[config.mk]
export PLATFORM = sky130hd
export DESIGN_NAME = soc_top
export DESIGN_NICKNAME = d
export VERILOG_FILES = /design/src/verilog/soc_pkg.sv /design/src/verilog/reset_seq.sv /design/src/verilog/periph_bus.sv /design/src/verilog/dev_table.sv /design/src/verilog/gpio_port.sv /design/src/verilog/soc_top.sv
export SDC_FILE = /design/constraint.sdc
export NUM_CORES = 1
export LEC_CHECK = 0
export ABC_CLOCK_PERIOD_IN_PS = 3000
export BUFFER_PORTS_ARGS = -buffer_cell sky130_fd_sc_hd__buf_2
export CAP_MARGIN = 20
export CORE_ASPECT_RATIO = 0.9
export CORE_MARGIN = 2
export CORE_UTILIZATION = 47
export DETAILED_ROUTE_END_ITERATION = 6
export PLACE_DENSITY = 0.84
export SETUP_SLACK_MARGIN = 0.05
export SYNTH_ARGS = -nofsm -noshare
export SYNTH_HDL_FRONTEND = slang
export SYNTH_SLANG_ARGS = --single-unit
[constraint.sdc]
create_clock -name clk_2x_w -period 3 [get_ports clk_2x_w]
set_input_delay 0.45 -clock clk_2x_w [delete_from_list [all_inputs] [get_ports clk_2x_w]]
set_output_delay 0.45 -clock clk_2x_w [all_outputs]
set_load 0.02 [all_outputs]
[src/verilog/soc_pkg.sv]
// ==============================
// Shared definitions of the system-control block
// Bus widths and slot address map
// Device ids and register offsets
// Bus operation and reset request enums
// ==============================
package soc_pkg;

	// Peripheral bus
	localparam int DATA_W = 32;
	localparam int ADDR_W = 8;

	// Word address splits into slot number and offset inside the slot
	localparam int SLOT_SEL_W = 4;
	localparam int SLOT_OFS_W = 4;

	// Slot map
	localparam int SLOT_DEVTBL = 0;
	localparam int SLOT_GPIO = 1;
	localparam int SLOT_COUNT = 16;

	// Device ids as reported by the device table
	localparam int DEVID_DEVTBL = 7;
	localparam int DEVID_GPIO = 6;
	localparam int DEVID_NONE = 0;

	// Register offsets
	localparam int DEVTBL_RSTREG_OFS = 15;
	localparam int GPIO_IN_OFS = 0;
	localparam int GPIO_OUT_OFS = 1;
	localparam int GPIO_IRQ_OFS = 2;

	localparam int GPIO_W = 8;

	// Reset hold-off, full count of the counter
	localparam int RST_CNTR_W = 4;
	localparam int RST_HOLD_CYCLES = (1 << RST_CNTR_W) - 1;

	typedef enum logic {
		OP_READ  = 1'b0,
		OP_WRITE = 1'b1
	} bus_op_t;

	// Encoding matches data bits 1:0 of a write to the reset register
	typedef enum logic [1:0] {
		RST_NONE     = 2'd0,
		RST_WARM     = 2'd1,
		RST_POWEROFF = 2'd2
	} rst_req_t;

endpackage

[src/verilog/reset_seq.sv]
// ==============================
// Reset sequencer
// Hold-off counter for external and warm reset
// Power-off latch
// ==============================
`timescale 1ns/1ps

module reset_seq (
	input  logic              clk_2x_w,
	input  logic              rst_p,
	input  soc_pkg::rst_req_t rst_req_i,
	output logic              soc_rst_o,
	output logic              pwr_off_o
);
	import soc_pkg::*;

	logic [RST_CNTR_W-1:0] rst_cntr_q;
	logic                  pwr_off_q;
	logic                  reload;

	// A warm request behaves like the external reset pin
	assign reload = rst_p || (rst_req_i == RST_WARM);

	always_ff @(posedge clk_2x_w) begin
		if (reload) begin
			rst_cntr_q <= RST_CNTR_W'(RST_HOLD_CYCLES);
		end else if (rst_cntr_q != '0) begin
			rst_cntr_q <= rst_cntr_q - 1'b1;
		end
	end

	// Only the external pin brings the system back from power-off
	always_ff @(posedge clk_2x_w) begin
		if (rst_p) begin
			pwr_off_q <= 1'b0;
		end else if (rst_req_i == RST_POWEROFF) begin
			pwr_off_q <= 1'b1;
		end
	end

	// System reset holds while counting or while powered off
	assign soc_rst_o = (rst_cntr_q != '0) || pwr_off_q;
	assign pwr_off_o = pwr_off_q;

endmodule

[src/verilog/periph_bus.sv]
// ==============================
// Peripheral bus
// Slot decode and per-device strobes
// Registered ack and response select
// ==============================
`timescale 1ns/1ps

module periph_bus (
	input  logic                         clk_2x_w,
	input  logic                         soc_rst_i,
	input  logic                         req_i,
	input  soc_pkg::bus_op_t             op_i,
	input  logic [soc_pkg::ADDR_W-1:0]   addr_i,
	input  logic [soc_pkg::DATA_W-1:0]   wdata_i,
	output logic                         ack_o,
	output logic [soc_pkg::DATA_W-1:0]   rdata_o,
	output logic                         devtbl_stb_o,
	output logic                         gpio_stb_o,
	output soc_pkg::bus_op_t             dev_op_o,
	output logic [soc_pkg::SLOT_OFS_W-1:0] dev_ofs_o,
	output logic [soc_pkg::DATA_W-1:0]   dev_wdata_o,
	input  logic [soc_pkg::DATA_W-1:0]   devtbl_rdata_i,
	input  logic [soc_pkg::DATA_W-1:0]   gpio_rdata_i
);
	import soc_pkg::*;

	logic                  accept;
	logic [SLOT_SEL_W-1:0] slot;
	logic [SLOT_SEL_W-1:0] slot_q;
	logic                  rd_q;

	// No request is taken while the system is held in reset
	assign accept = req_i && !soc_rst_i;
	assign slot = addr_i[ADDR_W-1 -: SLOT_SEL_W];

	assign devtbl_stb_o = accept && (slot == SLOT_SEL_W'(SLOT_DEVTBL));
	assign gpio_stb_o = accept && (slot == SLOT_SEL_W'(SLOT_GPIO));
	assign dev_op_o = op_i;
	assign dev_ofs_o = addr_i[SLOT_OFS_W-1:0];
	assign dev_wdata_o = wdata_i;

	always_ff @(posedge clk_2x_w) begin
		if (soc_rst_i) begin
			ack_o <= 1'b0;
		end else begin
			ack_o <= accept;
		end
	end

	// Remember where the request went, devices answer one cycle later
	always_ff @(posedge clk_2x_w) begin
		slot_q <= slot;
		rd_q <= (op_i == OP_READ);
	end

	always_comb begin
		rdata_o = '0;
		if (ack_o && rd_q) begin
			case (slot_q)
				SLOT_SEL_W'(SLOT_DEVTBL): rdata_o = devtbl_rdata_i;
				SLOT_SEL_W'(SLOT_GPIO):   rdata_o = gpio_rdata_i;
				// empty slots read as zero
				default:                  rdata_o = '0;
			endcase
		end
	end

endmodule

[src/verilog/dev_table.sv]
// ==============================
// Device table
// Read-only id and interrupt use per slot
// Software reset request register
// ==============================
`timescale 1ns/1ps

module dev_table (
	input  logic                           clk_2x_w,
	input  logic                           soc_rst_i,
	input  logic                           stb_i,
	input  soc_pkg::bus_op_t               op_i,
	input  logic [soc_pkg::SLOT_OFS_W-1:0] ofs_i,
	input  logic [soc_pkg::DATA_W-1:0]     wdata_i,
	output logic [soc_pkg::DATA_W-1:0]     rdata_o,
	output soc_pkg::rst_req_t              rst_req_o
);
	import soc_pkg::*;

	logic [DATA_W-1:0] id_tbl [SLOT_COUNT];
	logic [DATA_W-1:0] rd_word;
	logic              rstreg_sel;

	// Bits 15:0 hold the device id, bit 31 flags interrupt use
	always_comb begin
		for (int i = 0; i < SLOT_COUNT; i++) begin
			id_tbl[i] = DATA_W'(DEVID_NONE);
		end
		id_tbl[SLOT_DEVTBL] = DATA_W'(DEVID_DEVTBL);
		// GPIO is the only interrupt source left
		id_tbl[SLOT_GPIO] = {1'b1, 15'd0, 16'(DEVID_GPIO)};
	end

	assign rstreg_sel = (ofs_i == SLOT_OFS_W'(DEVTBL_RSTREG_OFS));

	// The reset register shadows the table entry at its offset
	assign rd_word = rstreg_sel ? DATA_W'(rst_req_o) : id_tbl[ofs_i];

	always_ff @(posedge clk_2x_w) begin
		if (stb_i && (op_i == OP_READ)) begin
			rdata_o <= rd_word;
		end
	end

	// Request is dropped once the system has entered reset
	always_ff @(posedge clk_2x_w) begin
		if (soc_rst_i) begin
			rst_req_o <= RST_NONE;
		end else if (stb_i && (op_i == OP_WRITE) && rstreg_sel) begin
			case (wdata_i[1:0])
				2'd1:    rst_req_o <= RST_WARM;
				2'd2:    rst_req_o <= RST_POWEROFF;
				default: rst_req_o <= RST_NONE;
			endcase
		end
	end

endmodule

[src/verilog/gpio_port.sv]
// ==============================
// GPIO port
// Input synchronizer and output register
// Input-change interrupt with read-to-clear
// ==============================
`timescale 1ns/1ps

module gpio_port (
	input  logic                           clk_2x_w,
	input  logic                           soc_rst_i,
	input  logic                           stb_i,
	input  soc_pkg::bus_op_t               op_i,
	input  logic [soc_pkg::SLOT_OFS_W-1:0] ofs_i,
	input  logic [soc_pkg::DATA_W-1:0]     wdata_i,
	output logic [soc_pkg::DATA_W-1:0]     rdata_o,
	input  logic [soc_pkg::GPIO_W-1:0]     gp_i,
	output logic [soc_pkg::GPIO_W-1:0]     gp_o,
	output logic                           irq_o
);
	import soc_pkg::*;

	logic [GPIO_W-1:0] sync1_q;
	logic [GPIO_W-1:0] sync2_q;
	logic [GPIO_W-1:0] prev_q;
	logic              rd_stb;
	logic              wr_stb;

	assign rd_stb = stb_i && (op_i == OP_READ);
	assign wr_stb = stb_i && (op_i == OP_WRITE);

	// Two-stage synchronizer, prev_q follows one cycle behind
	always_ff @(posedge clk_2x_w) begin
		sync1_q <= gp_i;
		sync2_q <= sync1_q;
		prev_q <= sync2_q;
	end

	// A new change wins over a clearing read in the same cycle
	always_ff @(posedge clk_2x_w) begin
		if (soc_rst_i) begin
			irq_o <= 1'b0;
		end else if (sync2_q != prev_q) begin
			irq_o <= 1'b1;
		end else if (rd_stb && (ofs_i == SLOT_OFS_W'(GPIO_IRQ_OFS))) begin
			irq_o <= 1'b0;
		end
	end

	always_ff @(posedge clk_2x_w) begin
		if (soc_rst_i) begin
			gp_o <= '0;
		end else if (wr_stb && (ofs_i == SLOT_OFS_W'(GPIO_OUT_OFS))) begin
			gp_o <= wdata_i[GPIO_W-1:0];
		end
	end

	always_ff @(posedge clk_2x_w) begin
		if (rd_stb) begin
			case (ofs_i)
				SLOT_OFS_W'(GPIO_IN_OFS):  rdata_o <= DATA_W'(sync2_q);
				SLOT_OFS_W'(GPIO_OUT_OFS): rdata_o <= DATA_W'(gp_o);
				SLOT_OFS_W'(GPIO_IRQ_OFS): rdata_o <= DATA_W'(irq_o);
				default:                   rdata_o <= '0;
			endcase
		end
	end

endmodule

[src/verilog/soc_top.sv]
// ==============================
// System-control top level
// Peripheral bus, reset sequencer,
// device table and GPIO port
// ==============================
`timescale 1ns/1ps

module soc_top (
	input  logic                       clk_2x_w,
	input  logic                       rst_p,
	input  logic                       req_i,
	input  soc_pkg::bus_op_t           op_i,
	input  logic [soc_pkg::ADDR_W-1:0] addr_i,
	input  logic [soc_pkg::DATA_W-1:0] wdata_i,
	output logic                       ack_o,
	output logic [soc_pkg::DATA_W-1:0] rdata_o,
	input  logic [soc_pkg::GPIO_W-1:0] gp_i,
	output logic [soc_pkg::GPIO_W-1:0] gp_o,
	output logic                       irq_o,
	output logic                       soc_rst_o,
	output logic                       pwr_off_o
);
	import soc_pkg::*;

	rst_req_t              rst_req;
	logic                  devtbl_stb;
	logic                  gpio_stb;
	bus_op_t               dev_op;
	logic [SLOT_OFS_W-1:0] dev_ofs;
	logic [DATA_W-1:0]     dev_wdata;
	logic [DATA_W-1:0]     devtbl_rdata;
	logic [DATA_W-1:0]     gpio_rdata;

	reset_seq i_reset_seq (
		.clk_2x_w  (clk_2x_w),
		.rst_p     (rst_p),
		.rst_req_i (rst_req),
		.soc_rst_o (soc_rst_o),
		.pwr_off_o (pwr_off_o)
	);

	periph_bus i_periph_bus (
		.clk_2x_w       (clk_2x_w),
		.soc_rst_i      (soc_rst_o),
		.req_i          (req_i),
		.op_i           (op_i),
		.addr_i         (addr_i),
		.wdata_i        (wdata_i),
		.ack_o          (ack_o),
		.rdata_o        (rdata_o),
		.devtbl_stb_o   (devtbl_stb),
		.gpio_stb_o     (gpio_stb),
		.dev_op_o       (dev_op),
		.dev_ofs_o      (dev_ofs),
		.dev_wdata_o    (dev_wdata),
		.devtbl_rdata_i (devtbl_rdata),
		.gpio_rdata_i   (gpio_rdata)
	);

	// Device table also steers the reset sequencer
	dev_table i_dev_table (
		.clk_2x_w  (clk_2x_w),
		.soc_rst_i (soc_rst_o),
		.stb_i     (devtbl_stb),
		.op_i      (dev_op),
		.ofs_i     (dev_ofs),
		.wdata_i   (dev_wdata),
		.rdata_o   (devtbl_rdata),
		.rst_req_o (rst_req)
	);

	gpio_port i_gpio_port (
		.clk_2x_w  (clk_2x_w),
		.soc_rst_i (soc_rst_o),
		.stb_i     (gpio_stb),
		.op_i      (dev_op),
		.ofs_i     (dev_ofs),
		.wdata_i   (dev_wdata),
		.rdata_o   (gpio_rdata),
		.gp_i      (gp_i),
		.gp_o      (gp_o),
		.irq_o     (irq_o)
	);

endmodule

==> results of run 1 <==
-- metrics by stage --
stage          cell area, um^2  total power (W)  utilization  instances
2_1_floorplan             2310         0.000927            -        217
3_3_place_gp              2460         0.000931        0.544        302
3_5_place_dp              2460         0.000935        0.544        302
4_1_cts                   2620          0.00151        0.580        317
5_1_grt                   2620          0.00156        0.580        317
6_report                  2620          0.00150        0.580        317
-- how the worst min path moves through the flow --
stage / slack (ns) / depth (start not counted) / from / to
global route: 0.20 / 1 / gp_i[3] / i_gpio_port.sync1_q[3]
CTS: 0.21 / 1 / gp_i[7] / i_gpio_port.sync1_q[7]
global placement: 0.31 / 0 / i_gpio_port.sync1_q[6] / i_gpio_port.sync2_q[6]
floorplan: 0.31 / 0 / i_gpio_port.sync1_q[0] / i_gpio_port.sync2_q[0]
finish: 0.23 / 1 / gp_i[4] / i_gpio_port.sync1_q[4]
detailed placement: 0.31 / 0 / i_gpio_port.sync1_q[7] / i_gpio_port.sync2_q[7]
-- power by group --
| part | leakage, nW | internal [W] | switching (W) |
|---|---|---|---|
| Clock | 0.0887 | 0.000311 | 0.000267 |
| Combinational | 0.612 | 0.0000313 | 0.0000554 |
| Sequential | 0.483 | 0.000818 | 0.0000132 |
-- registers in the layout (all words and copies together) (netlist names) --
signal / cells
i_dev_table.rdata_o: 4
i_dev_table.rst_req_o: 2
i_gpio_port.gp_o: 8
i_gpio_port.irq_o: 1
i_gpio_port.prev_q: 8
i_gpio_port.rdata_o: 8
i_gpio_port.sync1_q: 8
i_gpio_port.sync2_q: 8
i_periph_bus.ack_o: 1
i_periph_bus.rd_q: 1
i_periph_bus.slot_q: 4
i_reset_seq.pwr_off_o: 1
i_reset_seq.rst_cntr_q: 4
-- synthesized netlist by cell type, drive strengths merged (3+ instances only) --
master	number
clkbuf	3
buf	24
mux2i	21
and3	5
nor3	4
a21oi	3
edfxtp	12
nor4	4
nor2	20
xor2	8
inv	7
dfxtp	46
nand2	11
-- critical path, delay by kind of cell (launching register included) --
family                   cells  cell delay, ns
adder cells (fa/ha/maj)      1            0.23
flip-flops                   1            0.31
buffers and inverters        2            0.32
AND/OR/NAND/NOR              4            1.15
-- area by class of cell --
class / instances / area share
clock buffer: 11 / 0.0540
timing repair buffer: 50 / 0.0975
inverter: 7 / 0.0100
tap: 62 / 0.0296
sequential: 58 / 0.489
clock inverter: 4 / 0.00764
multi-input combinational: 125 / 0.312
-- per-layer routing --
metal / up-vias / part of all wire / global-route usage / wire length [um]
met4: 0 / 0.016 / 0.0768 / 61
met5: - / 0 / 0 / 0
met2: 58 / 0.50 / 0.258 / 1920
met3: 7 / 0.074 / 0.0716 / 284
met1: 672 / 0.41 / 0.157 / 1560
li1: 732 / - / - / -
-- logic make-up after synthesis --
family                     after synthesis
and+or+nand+nor                         61
DFF                                     58
buffers and inverters                   34
muxes                                   22
xor gates and xnor gates                 9
AOI/OAI and AO/OA                        8
adders and majority gates                2
other                                    1
==> results_dict.tcl, run 1 <==
set metrics [dict create \
    register_area_mm2 0.00128 \
    finalHoldViolations 0 \
    htreeDepth 3 \
    place_ws_ns 0.649 \
    routed_wl_mm 3.82 \
    cp.arrival_ns 2.33 \
    max_freq_ghz 0.421 \
    final_nets 305 \
    std_cell_rows 23 \
    route.detailed.drc 0 \
    worst_slack_ns 0.627 \
    final_common_cell "buf_2" \
    path_cells "inv_1 > ha_1 > nand2b_4 > nor3_2 > inv_2 > or2_4 > nor3_1" \
    dp_hpwl_mm 2.84 \
    die_w_um 76.6 \
    powerDensity_mw_per_mm2 571 \
    pin_count 96 \
    first_global_vias 1345 \
    ys_ff_latch 58 \
    synthCells 195 \
    netlist.area_leader.share 0.413 \
    crit_path_start "i_reset_seq.rst_cntr_q[0]" \
    syn_area_per_cell_um2 11.4 \
    maxCapViolCount 0 \
    r2r-end "i_dev_table.rdata_o[31]" \
    crit_slowest_cell "nor3_1" \
    start_util 0.493 \
    via_count 1469 \
    drive_gt1_frac 0.282 \
    setup_viol 0 \
    cts-root-buf "clkbuf_8" \
    syn_to_final_growth_pct 17.5 \
    min_period_ns 2.37 \
    irDropWorstVdd_uv 479 \
    grt_use_total 0.152 \
    crit_path_max_fanout 12 \
    synth_top_flop_cell "dfxtp_1" \
    synthXorXnorAreaFrac 0.0354 \
    yosys-top-cells-area "dfxtp_1 41%, edfxtp_1 16%, mux2i_1 9.4%" \
    fill_cells 385 \
    r2r_start "i_reset_seq.rst_cntr_q[0]" \
    rrSetupSlack_ns 0.63 \
    p_leak_nw 1.18 \
    ys_seq_area_frac 0.575 \
    rsz0062_at_grt "false" \
    numPortBuffers 48 \
    via_per_inst 4.63 \
    synth_top_family_by_area "simple AND/OR/NAND/NOR gates" \
    numCtsBuffers 9 \
    cts_num_sinks 58 \
    dr.pass1.iters 4 \
    cp-start-kind "flip-flop" \
    multi_input_area_um2 817 \
    clk-insertion-delay-late_ns 0.32 \
    synth-edff-count 12 \
    ant_nets 0 \
    post_drt_wl_per_cell_um 12.1 \
    critical_path_required_ns 2.95 \
    grt_max_degree 15 \
    clk_pin_slew_ns 0.06 \
    setup.worst_path.end "i_dev_table.rdata_o[31]" \
    place_congestion 0.743 \
    synthSimpleGateAreaFrac 0.159 \
    grt_pass1_wl_mm 6.05 \
    final_cell_mix "48 x buf_2, 46 x dfxtp_1, 23 x conb_1" \
    post-cts-setup-buffer-count 0 \
    fin_crit_sh 0.791 \
    drt_iter0_drc 30 \
    slew_headroom 0.533 \
    fp.dieH_um 69.3 \
    synth_compound_area_frac 0.0230 \
    antenna_found_initial 0 \
    synthMuxAreaShare 0.0993 \
    setup-tns-final_ns 0 \
    antenna_cells 0 \
    synth_fa_ha_area_frac 0.0112 \
    endpoint_kind "flip-flop" \
    fin_skew_ns 0.00853 \
    reg2reg_depth 7 \
    worst_slew_pin_slew_ns 0.695 \
    finalMaxSlewViolations 0 \
    outcome "completed" \
    synth_cell_type_count 38 \
    cts_resized 0 \
    ys.warnings.count 0 \
    design.die.area_mm2 0.00531 \
    syn_area_mm2 0.00223 \
    hold_ws_ns 0.226 \
    critical_path_class "flip-flop to flip-flop" \
    cts_hold_buf 0 \
    max_stage_delay_ns 0.46 \
    min_path_type "primary input to flip-flop" \
    cts_buffer_depth 2 \
    grt_overflow 0 \
    yosys.area.top_type "dfxtp_1" \
    coreArea_mm2 0.00452 \
    cts_tree "built" \
    async_flop_share 0 \
]
Power figures use the tool's default switching activity.
==> run 2, diff against run 1 <==
--- a/config.mk
+++ b/config.mk
@@ -5,7 +5,7 @@
 export SDC_FILE = /design/constraint.sdc
 export NUM_CORES = 1
 export LEC_CHECK = 0
-export ABC_CLOCK_PERIOD_IN_PS = 3000
+export ABC_CLOCK_PERIOD_IN_PS = 2400
 export BUFFER_PORTS_ARGS = -buffer_cell sky130_fd_sc_hd__buf_2
 export CAP_MARGIN = 20
 export CORE_ASPECT_RATIO = 0.9
==> constraint.sdc (replaced) <==
create_clock -name clk_2x_w -period 2.4 [get_ports clk_2x_w]
set_input_delay 0.36 -clock clk_2x_w [delete_from_list [all_inputs] [get_ports clk_2x_w]]
set_output_delay 0.36 -clock clk_2x_w [all_outputs]
set_load 0.02 [all_outputs]
==> results_dict.tcl, run 2 (synthesis gave the netlist of run 1 again) <==
set metrics [dict create \
    outcome "completed" \
    coreArea_mm2 0.00452 \
    post_drt_wl_per_cell_um 12.4 \
    path_depth 8 \
    cts_tree "built" \
    numCtsBuffers 9 \
    powerDensity_mw_per_mm2 841 \
    cp.arrival_ns 2.34 \
    final_cell_mix "48 x buf_2, 46 x dfxtp_1, 23 x conb_1" \
    irDropWorstVdd_uv 685 \
    grt_pass1_wl_mm 6.55 \
    die_w_um 76.6 \
    final_nets 308 \
    dr.pass1.iters 4 \
    finalMaxSlewViolations 0 \
    cts_num_sinks 58 \
    cts_buffer_depth 2 \
    clk-insertion-delay-late_ns 0.34 \
    grt_max_degree 15 \
    finalHoldViolations 0 \
    antenna_found_initial 0 \
    multi_input_area_um2 823 \
    fin_area_mm2 0.00276 \
    slew_headroom 0.534 \
    final_util 0.611 \
    numPortBuffers 48 \
    drt_iter0_drc 34 \
    critical_path_required_ns 2.62 \
    worst_slack_ns 0.286 \
    dp_hpwl_mm 2.88 \
    path_cells "inv_1 > ha_1 > nand2b_4 > nor3_4 > inv_4 > or2_4 > or4b_4 > mux2i_1" \
    fin_skew_ns 0.00690 \
    route.detailed.drc 0 \
    via_per_inst 4.69 \
    cts-root-buf "clkbuf_8" \
    routed_wl_mm 3.98 \
    place_congestion 0.756 \
    max_stage_delay_ns 0.53 \
    min_period_ns 2.11 \
    maxCapViolCount 0 \
    setup_viol 0 \
    crit_path_max_fanout 12 \
    clk_pin_slew_ns 0.07 \
    syn_to_final_growth_pct 23.7 \
    final_common_cell "buf_2" \
    place_ws_ns 0.236 \
    first_global_vias 1425 \
    std_cell_rows 23 \
    min_path_type "primary input to flip-flop" \
    grt_overflow 0 \
    reg2reg_depth 8 \
    cp_num_buf_inv 2 \
    htreeDepth 3 \
    grt_use_total 0.166 \
    fill_cells 360 \
    antenna_cells 0 \
    min_path_cells 1 \
    crit_slowest_cell "or4b_4" \
    critical_path_class "flip-flop to flip-flop" \
    fin_crit_sh 0.881 \
    ant_nets 0 \
    start_util 0.493 \
    drive_gt1_frac 0.297 \
    design.die.area_mm2 0.00531 \
    crit_family "simple AND/OR/NAND/NOR gates" \
    worst_slew_pin_slew_ns 0.693 \
    rrSetupSlack_ns 0.29 \
    register_area_mm2 0.00128 \
    place_area_mm2 0.00248 \
    rsz0062_at_grt "false" \
    via_count 1507 \
    setup-tns-final_ns 0 \
    fp.dieH_um 69.3 \
    max_freq_ghz 0.473 \
    pin_count 96 \
    p_leak_nw 1.25 \
    endpoint_kind "flip-flop" \
    cp-start-kind "flip-flop" \
]
## run 2: worst paths after layout
kind / startpoint / end
min: gp_i[7] / i_gpio_port.sync1_q[7]
max: i_reset_seq.rst_cntr_q[0] / i_dev_table.rst_req_o[1]
max reg2reg: i_reset_seq.rst_cntr_q[0] / i_dev_table.rst_req_o[1]
min reg2reg: i_gpio_port.sync1_q[5] / i_gpio_port.sync2_q[5]
## run 2: layout make-up
cell class | count | area share
Clock buffer | 11 | 0.0590
Clock inverter | 5 | 0.0390
Inverter | 7 | 0.0104
Multi-Input combinational cell | 125 | 0.298
Sequential cell | 58 | 0.464
Tap cell | 62 | 0.0281
Timing Repair Buffer | 53 | 0.101
## run 2: stage by stage
stage / instances / hold WS, ns / total power [W]
finish: 321 / 0.119 / 0.00232
global route: 321 / 0.0966 / 0.00240
CTS: 321 / 0.102 / 0.00234
detailed placement: 305 / 0.312 / 0.00117
global placement: 305 / 0.310 / 0.00116
floorplan: 217 / 0.310 / 0.00116
## run 2: layer usage
layer	vias to the layer above	part of all wire	track usage	wire [um]
met5	-	0	0	0
met4	0	0.019	0.0909	77
met3	7	0.071	0.0807	284
met2	63	0.48	0.280	1930
met1	699	0.43	0.169	1690
li1	738	-	-	-
## run 2: timing repair
item                                    in CTS  in global routing
resized for setup                            0                  2
endpoints found under the setup margin       0                  1
buffers inserted                             0                  0
hold buffers                                 0                  0
## run 2: power by group
group	internal (W)	switching, W
sequential	0.00102	0.0000174
combinational	0.0000401	0.0000689
clock	0.000784	0.000387
